--- config.mk ---
export PLATFORM = sky130hd
export DESIGN_NAME = task_unit
export DESIGN_NICKNAME = d
export VERILOG_FILES = /design/src/rtl/task_pkg.sv /design/src/rtl/io_map_pkg.sv /design/src/rtl/core_regs.sv /design/src/rtl/task_sequencer.sv /design/src/rtl/core_io_port.sv /design/src/rtl/task_unit.sv
export SDC_FILE = /design/constraint.sdc
export NUM_CORES = 1
export LEC_CHECK = 0
export BUFFER_PORTS_ARGS = -buffer_cell sky130_fd_sc_hd__buf_4
export CAP_MARGIN = 20
export CORE_MARGIN = 5
export CORE_UTILIZATION = 31
export DETAILED_ROUTE_END_ITERATION = 16
export GPL_TIMING_DRIVEN = 0
export SYNTH_ARGS = -nofsm -noshare
export SYNTH_HDL_FRONTEND = slang
export SYNTH_SLANG_ARGS = --single-unit
--- constraint.sdc ---
create_clock -name clk -period 7.95 [get_ports clk]
set_input_delay 1.1925 -clock clk [delete_from_list [all_inputs] [get_ports clk]]
set_output_delay 1.1925 -clock clk [all_outputs]
set_load 0.03 [all_outputs]
--- src/rtl/task_pkg.sv ---
`default_nettype none

package task_pkg;

   // Task record fields
   typedef logic [31:0] ts_t;
   typedef logic [31:0] hint_t;
   typedef logic [3:0]  ttype_t;
   typedef logic [31:0] arg_t;

   typedef struct packed {
      ts_t    ts;
      hint_t  hint;
      ttype_t ttype;
      arg_t   arg1;
      arg_t   arg0;
   } task_t;

   // Commit queue side
   typedef logic [6:0] cq_slot_t;
   typedef logic [7:0] child_id_t;

   typedef enum logic [2:0] {
      WAIT_CORE,
      NEXT_TASK,
      INFORM_CQ,
      IO_READ,
      FINISH_TASK,
      FINISH_ABORT,
      ABORT_TASK
   } seq_state_t;

endpackage

`default_nettype wire

--- src/rtl/io_map_pkg.sv ---
`default_nettype none

package io_map_pkg;

   typedef logic [31:0] word_t;
   typedef logic [31:0] io_addr_t;
   typedef logic [7:0]  reg_addr_t;

   // Core I/O window
   localparam io_addr_t IO_DEQ_TASK    = 32'hC000_0000;
   localparam io_addr_t IO_TASK_HINT   = 32'hC000_0004;
   localparam io_addr_t IO_TASK_TTYPE  = 32'hC000_0008;
   localparam io_addr_t IO_TASK_ARG0   = 32'hC000_000C;
   localparam io_addr_t IO_TASK_ARG1   = 32'hC000_0010;
   localparam io_addr_t IO_FINISH_TASK = 32'hC000_0014;
   localparam io_addr_t IO_CUR_CYCLE   = 32'hC000_0018;
   localparam io_addr_t IO_TILE_ID     = 32'hC000_001C;
   localparam io_addr_t IO_CORE_ID     = 32'hC000_0020;

   // Register bus map
   localparam reg_addr_t REG_START      = 8'h00;
   localparam reg_addr_t REG_N_DEQUEUES = 8'h04;
   localparam reg_addr_t REG_NUM_ENQ    = 8'h08;
   localparam reg_addr_t REG_NUM_DEQ    = 8'h0C;
   localparam reg_addr_t REG_STATE      = 8'h10;
   localparam reg_addr_t REG_HINT       = 8'h14;
   localparam reg_addr_t REG_TS         = 8'h18;

   typedef struct packed {
      logic     wr;
      io_addr_t addr;
      word_t    data;
   } core_cmd_t;

   typedef struct packed {
      reg_addr_t addr;
      word_t     data;
   } reg_wr_t;

endpackage

`default_nettype wire

--- src/rtl/core_regs.sv ---
`timescale 1ns/1ps
`default_nettype none

module core_regs #(
   parameter int CORE_ID = 0
) (
   input  wire                    clk,
   input  wire                    rstn,
   input  wire                    reg_wvalid,
   input  io_map_pkg::reg_wr_t    reg_wr,
   input  wire                    reg_arvalid,
   input  io_map_pkg::reg_addr_t  reg_araddr,
   input  wire                    deq_fire,
   input  wire                    enq_fire,
   input  task_pkg::seq_state_t   state,
   input  task_pkg::task_t        cur_task,
   output logic                   start,
   output logic                   budget_ok,
   output logic                   reg_rvalid,
   output io_map_pkg::word_t      reg_rdata
);

   io_map_pkg::word_t budget;
   io_map_pkg::word_t num_enq;
   io_map_pkg::word_t num_deq;

   assign budget_ok = (budget != '0);

   // Each core of the tile owns one bit of the start word
   always_ff @(posedge clk) begin
      if (!rstn) begin
         start <= 1'b0;
      end else if (reg_wvalid && reg_wr.addr == io_map_pkg::REG_START) begin
         start <= reg_wr.data[CORE_ID];
      end
   end

   always_ff @(posedge clk) begin
      if (!rstn) begin
         budget <= '1;
      end else if (reg_wvalid && reg_wr.addr == io_map_pkg::REG_N_DEQUEUES) begin
         budget <= reg_wr.data;
      end else if (deq_fire) begin
         budget <= budget - 1'b1;
      end
   end

   always_ff @(posedge clk) begin
      if (!rstn) begin
         num_enq <= '0;
         num_deq <= '0;
      end else begin
         if (enq_fire) begin
            num_enq <= num_enq + 1'b1;
         end
         if (deq_fire) begin
            num_deq <= num_deq + 1'b1;
         end
      end
   end

   always_ff @(posedge clk) begin
      if (!rstn) begin
         reg_rvalid <= 1'b0;
      end else begin
         reg_rvalid <= reg_arvalid;
      end
   end

   always_ff @(posedge clk) begin
      if (reg_arvalid) begin
         case (reg_araddr)
            io_map_pkg::REG_START:      reg_rdata <= 32'(start) << CORE_ID;
            io_map_pkg::REG_N_DEQUEUES: reg_rdata <= budget;
            io_map_pkg::REG_NUM_ENQ:    reg_rdata <= num_enq;
            io_map_pkg::REG_NUM_DEQ:    reg_rdata <= num_deq;
            io_map_pkg::REG_STATE:      reg_rdata <= {29'b0, state};
            io_map_pkg::REG_HINT:       reg_rdata <= cur_task.hint;
            io_map_pkg::REG_TS:         reg_rdata <= cur_task.ts;
            default:                    reg_rdata <= '0;
         endcase
      end
   end

endmodule

`default_nettype wire

--- src/rtl/task_sequencer.sv ---
`timescale 1ns/1ps
`default_nettype none

module task_sequencer #(
   parameter logic [31:0] RESET_PC = 32'h8000_0000
) (
   input  wire                    clk,
   input  wire                    rstn,
   input  wire                    deq_req,
   input  wire                    field_req,
   input  wire                    finish_req,
   input  io_map_pkg::io_addr_t   pc,
   input  wire                    start,
   input  wire                    budget_ok,
   input  wire                    task_rvalid,
   input  task_pkg::cq_slot_t     task_rslot,
   input  wire                    start_task_ready,
   input  wire                    finish_task_ready,
   input  wire                    abort_running_task,
   input  wire                    task_wvalid,
   output task_pkg::seq_state_t   state,
   output logic                   abort_pending,
   output logic                   task_arvalid,
   output logic                   deq_fire,
   output logic                   start_task_valid,
   output logic                   finish_task_valid,
   output logic                   finish_done,
   output task_pkg::cq_slot_t     slot,
   output logic                   interrupt
);

   task_pkg::seq_state_t state_next;
   logic                 deq_read;
   logic                 abort_deq;
   logic                 at_reset_pc;

   assign at_reset_pc = (pc == RESET_PC);

   // Dequeue read overtaken by an abort, answered with a finish instead
   assign abort_deq = (state == task_pkg::IO_READ) && deq_read && abort_pending;

   assign task_arvalid = (state == task_pkg::NEXT_TASK) && start && budget_ok
                         && !abort_pending;
   assign deq_fire         = task_arvalid && task_rvalid;
   assign start_task_valid = (state == task_pkg::INFORM_CQ);
   assign interrupt        = (state == task_pkg::FINISH_ABORT)
                             || (state == task_pkg::ABORT_TASK);

   always_comb begin
      finish_task_valid = 1'b0;
      if (state == task_pkg::FINISH_TASK || state == task_pkg::FINISH_ABORT) begin
         // Enqueued children must reach the queue before the finish
         finish_task_valid = !task_wvalid;
      end else if (abort_deq) begin
         finish_task_valid = 1'b1;
      end
   end

   assign finish_done = (state == task_pkg::FINISH_TASK) && finish_task_valid
                        && finish_task_ready;

   always_comb begin
      state_next = state;
      case (state)
         task_pkg::WAIT_CORE: begin
            if (deq_req) begin
               state_next = task_pkg::NEXT_TASK;
            end else if (field_req) begin
               state_next = task_pkg::IO_READ;
            end else if (abort_pending) begin
               state_next = task_pkg::FINISH_ABORT;
            end else if (finish_req) begin
               state_next = task_pkg::FINISH_TASK;
            end
         end
         task_pkg::NEXT_TASK: begin
            if (deq_fire) begin
               state_next = task_pkg::INFORM_CQ;
            end
         end
         task_pkg::INFORM_CQ: begin
            if (start_task_ready) begin
               state_next = task_pkg::IO_READ;
            end
         end
         task_pkg::IO_READ: begin
            if (!abort_deq) begin
               state_next = task_pkg::WAIT_CORE;
            end else if (finish_task_ready) begin
               state_next = task_pkg::NEXT_TASK;
            end
         end
         task_pkg::FINISH_TASK: begin
            if (finish_done) begin
               state_next = task_pkg::WAIT_CORE;
            end
         end
         task_pkg::FINISH_ABORT: begin
            if (finish_task_valid && finish_task_ready) begin
               state_next = task_pkg::ABORT_TASK;
            end
         end
         task_pkg::ABORT_TASK: begin
            if (at_reset_pc) begin
               state_next = task_pkg::WAIT_CORE;
            end
         end
         default: state_next = task_pkg::WAIT_CORE;
      endcase
   end

   always_ff @(posedge clk) begin
      if (!rstn) begin
         state         <= task_pkg::WAIT_CORE;
         abort_pending <= 1'b0;
         deq_read      <= 1'b0;
      end else begin
         state <= state_next;
         if (deq_req) begin
            deq_read <= 1'b1;
         end else if (field_req) begin
            deq_read <= 1'b0;
         end
         // An abort racing the finish handshake has nothing left to abort
         if (abort_running_task) begin
            abort_pending <= (state != task_pkg::FINISH_TASK);
         end else if ((state == task_pkg::ABORT_TASK && at_reset_pc)
                      || state_next == task_pkg::NEXT_TASK) begin
            abort_pending <= 1'b0;
         end
      end
   end

   always_ff @(posedge clk) begin
      if (deq_fire) begin
         slot <= task_rslot;
      end
   end

endmodule

`default_nettype wire

--- src/rtl/core_io_port.sv ---
`timescale 1ns/1ps
`default_nettype none

module core_io_port #(
   parameter int CORE_ID = 0,
   parameter int TILE_ID = 0
) (
   input  wire                    clk,
   input  wire                    rstn,
   input  wire                    cmd_valid,
   input  io_map_pkg::core_cmd_t  cmd,
   input  task_pkg::seq_state_t   state,
   input  wire                    abort_pending,
   input  wire                    finish_done,
   input  wire                    task_rvalid,
   input  task_pkg::task_t        task_rdata,
   input  wire                    task_wready,
   output logic                   cmd_ready,
   output logic                   rsp_valid,
   output io_map_pkg::word_t      rsp_data,
   output logic                   deq_req,
   output logic                   field_req,
   output logic                   finish_req,
   output logic                   task_wvalid,
   output task_pkg::task_t        task_wdata,
   output logic                   enq_fire,
   output task_pkg::child_id_t    child_id,
   output task_pkg::task_t        cur_task
);

   io_map_pkg::io_addr_t rd_addr;
   io_map_pkg::word_t    cur_cycle;
   logic                 stage_wr;
   logic                 enq_start;
   logic                 rd_take;

   assign stage_wr  = cmd_valid && cmd.wr && !task_wvalid;
   assign enq_start = stage_wr && (cmd.addr == io_map_pkg::IO_DEQ_TASK) && !abort_pending;
   assign rd_take   = cmd_valid && !cmd.wr && (state == task_pkg::WAIT_CORE)
                      && !abort_pending;
   assign enq_fire  = task_wvalid && task_wready;

   always_comb begin
      cmd_ready  = 1'b0;
      deq_req    = 1'b0;
      field_req  = 1'b0;
      finish_req = 1'b0;
      if (cmd_valid && cmd.wr) begin
         case (cmd.addr)
            io_map_pkg::IO_FINISH_TASK: begin
               finish_req = 1'b1;
               cmd_ready  = finish_done;
            end
            io_map_pkg::IO_DEQ_TASK,
            io_map_pkg::IO_TASK_HINT,
            io_map_pkg::IO_TASK_TTYPE,
            io_map_pkg::IO_TASK_ARG0,
            io_map_pkg::IO_TASK_ARG1: cmd_ready = !task_wvalid;
            default: cmd_ready = 1'b1;
         endcase
      end else if (rd_take) begin
         // Reads are taken only in WAIT_CORE with no abort pending
         cmd_ready = 1'b1;
         deq_req   = (cmd.addr == io_map_pkg::IO_DEQ_TASK);
         field_req = (cmd.addr != io_map_pkg::IO_DEQ_TASK);
      end
   end

   // Staging record doubles as the enqueue payload
   always_ff @(posedge clk) begin
      if (stage_wr) begin
         case (cmd.addr)
            io_map_pkg::IO_DEQ_TASK:   task_wdata.ts    <= cmd.data;
            io_map_pkg::IO_TASK_HINT:  task_wdata.hint  <= cmd.data;
            io_map_pkg::IO_TASK_TTYPE: task_wdata.ttype <= cmd.data[3:0];
            io_map_pkg::IO_TASK_ARG0:  task_wdata.arg0  <= cmd.data;
            io_map_pkg::IO_TASK_ARG1:  task_wdata.arg1  <= cmd.data;
            default: ;
         endcase
      end
   end

   always_ff @(posedge clk) begin
      if (!rstn) begin
         task_wvalid <= 1'b0;
      end else if (enq_start) begin
         task_wvalid <= 1'b1;
      end else if (task_wready || state == task_pkg::FINISH_ABORT) begin
         // Aborted task loses its pending child
         task_wvalid <= 1'b0;
      end
   end

   always_ff @(posedge clk) begin
      if (!rstn) begin
         child_id  <= '0;
         cur_cycle <= '0;
      end else begin
         cur_cycle <= cur_cycle + 1'b1;
         if (state == task_pkg::NEXT_TASK) begin
            child_id <= '0;
         end else if (enq_fire) begin
            child_id <= child_id + 1'b1;
         end
      end
   end

   always_ff @(posedge clk) begin
      if (state == task_pkg::NEXT_TASK && task_rvalid) begin
         cur_task <= task_rdata;
      end
      if (rd_take) begin
         rd_addr <= cmd.addr;
      end
   end

   // Dequeue reply is held back while an abort is pending
   assign rsp_valid = (state == task_pkg::IO_READ)
                      && !(rd_addr == io_map_pkg::IO_DEQ_TASK && abort_pending);

   always_comb begin
      case (rd_addr)
         io_map_pkg::IO_DEQ_TASK:   rsp_data = cur_task.ts;
         io_map_pkg::IO_TASK_HINT:  rsp_data = cur_task.hint;
         io_map_pkg::IO_TASK_TTYPE: rsp_data = {28'b0, cur_task.ttype};
         io_map_pkg::IO_TASK_ARG0:  rsp_data = cur_task.arg0;
         io_map_pkg::IO_TASK_ARG1:  rsp_data = cur_task.arg1;
         io_map_pkg::IO_CUR_CYCLE:  rsp_data = cur_cycle;
         io_map_pkg::IO_TILE_ID:    rsp_data = 32'(TILE_ID);
         io_map_pkg::IO_CORE_ID:    rsp_data = 32'(CORE_ID);
         default:                   rsp_data = '0;
      endcase
   end

endmodule

`default_nettype wire

--- src/rtl/task_unit.sv ---
`timescale 1ns/1ps
`default_nettype none

module task_unit #(
   parameter int          CORE_ID  = 0,
   parameter int          TILE_ID  = 0,
   parameter logic [31:0] RESET_PC = 32'h8000_0000
) (
   input  wire                        clk,
   input  wire                        rstn,

   // Core data bus
   input  wire                        cmd_valid,
   input  io_map_pkg::core_cmd_t      cmd,
   output logic                       cmd_ready,
   output logic                       rsp_valid,
   output io_map_pkg::word_t          rsp_data,
   input  io_map_pkg::io_addr_t       pc,

   // Dequeue
   output logic                       task_arvalid,
   input  wire                        task_rvalid,
   input  task_pkg::task_t            task_rdata,
   input  task_pkg::cq_slot_t         task_rslot,

   output logic                       start_task_valid,
   output task_pkg::cq_slot_t         start_task_slot,
   input  wire                        start_task_ready,

   // Enqueue
   output logic                       task_wvalid,
   output task_pkg::task_t            task_wdata,
   input  wire                        task_wready,
   output task_pkg::child_id_t        task_child_id,

   // Finish
   output logic                       finish_task_valid,
   output task_pkg::cq_slot_t         finish_task_slot,
   output task_pkg::child_id_t        finish_task_num_children,
   input  wire                        finish_task_ready,

   input  wire                        abort_running_task,
   output logic                       interrupt,

   // Register bus
   input  wire                        reg_wvalid,
   input  io_map_pkg::reg_wr_t        reg_wr,
   input  wire                        reg_arvalid,
   input  io_map_pkg::reg_addr_t      reg_araddr,
   output logic                       reg_rvalid,
   output io_map_pkg::word_t          reg_rdata
);

   logic                    start;
   logic                    budget_ok;
   logic                    deq_fire;
   logic                    enq_fire;
   logic                    abort_pending;
   logic                    finish_done;
   logic                    deq_req;
   logic                    field_req;
   logic                    finish_req;
   task_pkg::seq_state_t    state;
   task_pkg::cq_slot_t      slot;
   task_pkg::child_id_t     child_id;
   task_pkg::task_t         cur_task;

   assign start_task_slot          = slot;
   assign finish_task_slot         = slot;
   assign task_child_id            = child_id;
   assign finish_task_num_children = child_id;

   core_regs #(
      .CORE_ID (CORE_ID)
   ) i_core_regs (
      .clk         (clk),
      .rstn        (rstn),
      .reg_wvalid  (reg_wvalid),
      .reg_wr      (reg_wr),
      .reg_arvalid (reg_arvalid),
      .reg_araddr  (reg_araddr),
      .deq_fire    (deq_fire),
      .enq_fire    (enq_fire),
      .state       (state),
      .cur_task    (cur_task),
      .start       (start),
      .budget_ok   (budget_ok),
      .reg_rvalid  (reg_rvalid),
      .reg_rdata   (reg_rdata)
   );

   task_sequencer #(
      .RESET_PC (RESET_PC)
   ) i_task_sequencer (
      .clk                (clk),
      .rstn               (rstn),
      .deq_req            (deq_req),
      .field_req          (field_req),
      .finish_req         (finish_req),
      .pc                 (pc),
      .start              (start),
      .budget_ok          (budget_ok),
      .task_rvalid        (task_rvalid),
      .task_rslot         (task_rslot),
      .start_task_ready   (start_task_ready),
      .finish_task_ready  (finish_task_ready),
      .abort_running_task (abort_running_task),
      .task_wvalid        (task_wvalid),
      .state              (state),
      .abort_pending      (abort_pending),
      .task_arvalid       (task_arvalid),
      .deq_fire           (deq_fire),
      .start_task_valid   (start_task_valid),
      .finish_task_valid  (finish_task_valid),
      .finish_done        (finish_done),
      .slot               (slot),
      .interrupt          (interrupt)
   );

   core_io_port #(
      .CORE_ID (CORE_ID),
      .TILE_ID (TILE_ID)
   ) i_core_io_port (
      .clk           (clk),
      .rstn          (rstn),
      .cmd_valid     (cmd_valid),
      .cmd           (cmd),
      .state         (state),
      .abort_pending (abort_pending),
      .finish_done   (finish_done),
      .task_rvalid   (task_rvalid),
      .task_rdata    (task_rdata),
      .task_wready   (task_wready),
      .cmd_ready     (cmd_ready),
      .rsp_valid     (rsp_valid),
      .rsp_data      (rsp_data),
      .deq_req       (deq_req),
      .field_req     (field_req),
      .finish_req    (finish_req),
      .task_wvalid   (task_wvalid),
      .task_wdata    (task_wdata),
      .enq_fire      (enq_fire),
      .child_id      (child_id),
      .cur_task      (cur_task)
   );

endmodule

`default_nettype wire

==> metrics.cfg <==
[synthesis]
synth-seq-cells=479
syn_avg_cell_area_um2=12.6
synth.most_common_cell=edfxtp_1
syn_area_um2=19800
netlist.area_leader.share_pct=50.9
synth_area_leader_cell=edfxtp_1
postSynth.asyncResetShare_pct=0
syn_nets=1867
yosysWarnings=0
syn_inst=1568
synth-edff-count=335
ys_types=70
synth.top_cells.by_area=edfxtp_1 51%, dfxtp_1 15%, mux2_2 3.0%
ys.flop_type=edfxtp_1
yosysSeqAreaShare_pct=65.5
yosys-top-cells-count=335 x edfxtp_1, 144 x dfxtp_1, 140 x nor2_1

[power_and_ir_drop]
power_density_nw_per_um2=220
leakagePower_nw=9.78
vdd_ir_drop_max_uv=162

[cts]
root_buffer=clkbuf_16
insertion_delay_ps=620
clockBufferDepth=3
cts_made_buffers=53
tritoncts=done
cts_sinks=479
hold_buffers=0
cts_max_level=2
cts_resized=0
cts_setup_buffers=0
clk_pin_slew_worst_paths_ps=60

[place]
dpl.hpwl_um=60700
portBuffers=526
place_congestion=0.948

[routing]
wire_per_inst_um=25.0
drc_errors=0
drtIter0Drc=1515
ant_nets=0
wl_um=76600
via_per_inst=5.16
vias=15805
first_pass_iters=8

[sta]
rsz0062_at_grt=false
fin_crit_ps=5280
skew_ps=36.0
hold_viol=0
tightest_slew_ps=1110
max_freq_mhz=190
fin_tns_setup_ps=0
setup_viol=0
slew_violations=0
min_period_over_period_pct=66.4
max_slew_margin_pct=25.8

[global_route]
grt_max_degree=57
grt_pass1_wl_um=109000
grt.total_usage_pct=21.1
antenna_found_initial=15
grt_pass1_vias=15903
gr-total-overflow=0

[die]
start_util_pct=31.3
die_w_um=262
die_area_um2=68900
ios=528
rows=92
fp.dieH_um=262
coreArea_um2=63100

[critical_path]
crit_chain=nor4_1, nand4_1, nor3_1, nor4bb_1, clkbuf_1, a22oi_1, o21ai_0, buf_4
max_stage_delay_ps=910
arrival_ps=4080
cp.buffers_inverters=2
path_max_fanout=10
critPathKind=flop to primary output
crit_slowest_cell=nor4bb_1
worstPathRequired_ps=6760
endpoint_kind=primary output
critical-path-top-delay-family=simple AND/OR/NAND/NOR gates
start_kind=flop

[finish]
postLayoutCoreUtil_pct=42.5
areaGrowthSynthToFinish_pct=35.7
drive_gt1_share_pct=33.2
nets=2462

[job]
max_cap_viol_count=0

[status]
outcome=finished clean

[worst_hold_path]
hp-class=flop to flop

kinds of logic after synthesis:
| group | share of synthesized area (%) |
|---|---|
| and+or+nand+nor | 14.1 |
| DFF | 65.5 |
| AOI/OAI and AO/OA | 9.20 |
| buffers and inverters | 2.75 |
| xor gates and xnor gates | 3.95 |
| muxes | 4.22 |
| adders and majority gates | 0.317 |
layout make-up:
type / instances / area, um^2
Clock inverter: 44 / 489
Tap cell: 846 / 1060
Multi-Input combinational cell: 967 / 6300
Timing Repair Buffer: 540 / 4120
Buffer: 99 / 457
Antenna cell: 8 / 20.0
Fill cell: 6006 / 36300
Sequential cell: 479 / 12900
Inverter: 23 / 86.3
Clock buffer: 56 / 1340
final timing paths:
kind / from / end / slack, ps / cells past startpoint
worst max-delay path: i_core_io_port.rd_addr[24] / rsp_data[21] / 2670 / 8
worst min-delay path: i_core_io_port.cur_cycle[0] / i_core_io_port.cur_cycle[0] / 480 / 1
worst max register to register: i_core_regs.budget[0] / i_core_regs.budget[30] / 4890 / 8
worst min register to register: i_core_io_port.cur_cycle[0] / i_core_io_port.cur_cycle[0] / 480 / 1
state kept, by name, summed over array words and instances, names as in the netlist:
| name | cells |
|---|---|
| i_core_regs.reg_rdata | 32 |
| i_core_io_port.rd_addr | 32 |
| i_core_io_port.task_wvalid | 1 |
| i_core_regs.start | 1 |
| i_core_regs.reg_rvalid | 1 |
| i_core_io_port.cur_task | 132 |
| i_task_sequencer.slot | 7 |
| i_core_io_port.task_wdata | 132 |
| i_task_sequencer.deq_read | 1 |
| i_core_io_port.child_id | 8 |
| i_core_regs.num_enq | 32 |
| i_core_io_port.cur_cycle | 32 |
| i_core_regs.num_deq | 32 |
| i_core_regs.budget | 32 |
| i_task_sequencer.state | 3 |
| i_task_sequencer.abort_pending | 1 |
worst reg2reg max path, cell delays in order (launching register included):
cell,delay (ps)
dfxtp_1,340
inv_1,120
ha_1,210
nor3b_1,880
nand4_1,270
nor4_2,640
nand3_1,200
xor2_1,180
a21oi_1,80
per-stage QoR:
step / area, um^2 / hold slack (ps) / instances / worst slack (ps) / power (mW)
CTS: 26800 / 489 / 3054 / 2730 / 5.95
detailed placement: 25000 / 474 / 2954 / 3360 / 3.38
global placement: 24800 / 458 / 2940 / -653 / 3.38
finish: 26800 / 483 / 3062 / 2670 / 5.89
floorplan: 19800 / 425 / 1568 / 2010 / 3.09
global route: 26800 / 500 / 3057 / 2460 / 6.09
power breakdown:
group | total (mW) | switching [mW] | internal (mW)
clock network | 2.57 | 1.08 | 1.49
registers | 2.86 | 0.0621 | 2.80
logic | 0.462 | 0.263 | 0.199
total | 5.89 | 1.40 | 4.49
layout by cell type, fill, tap and decap left out, types with 8 or more instances in the layout:
master	netlist	final
a21oi_1	59	59
a222oi_1	13	13
a22oi_1	75	75
a31oi_1	12	12
and2_1	18	17
and3_1	14	13
and4_1	15	15
buf_1	13	13
buf_2	8	8
buf_4	16	546
buf_6	2	10
bufinv_16	0	8
clkbuf_1	60	63
clkbuf_16	0	53
clkinv_1	0	12
clkinv_2	0	11
dfxtp_1	144	144
diode_2	0	8
edfxtp_1	335	335
inv_1	23	23
mux2_2	52	52
mux2i_1	18	18
nand2_1	83	83
nand3_1	52	52
nand4_1	41	41
nor2_1	140	140
nor3_1	29	27
nor4_1	43	42
o21ai_0	73	73
or3_1	28	28
or4_1	12	12
xnor2_1	49	49
xor2_1	40	40
metal layers:
layer | GRT usage (%) | vias to the layer above | wire length, um
met3 | 5.95 | 150 | 6800
met5 | 0 | - | 75
met1 | 25.8 | 7693 | 29500
met4 | 8.71 | 12 | 3410
li1 | - | 7167 | -
met2 | 35.3 | 783 | 36800
No activity file was read; power rests on OpenSTA's default activity.
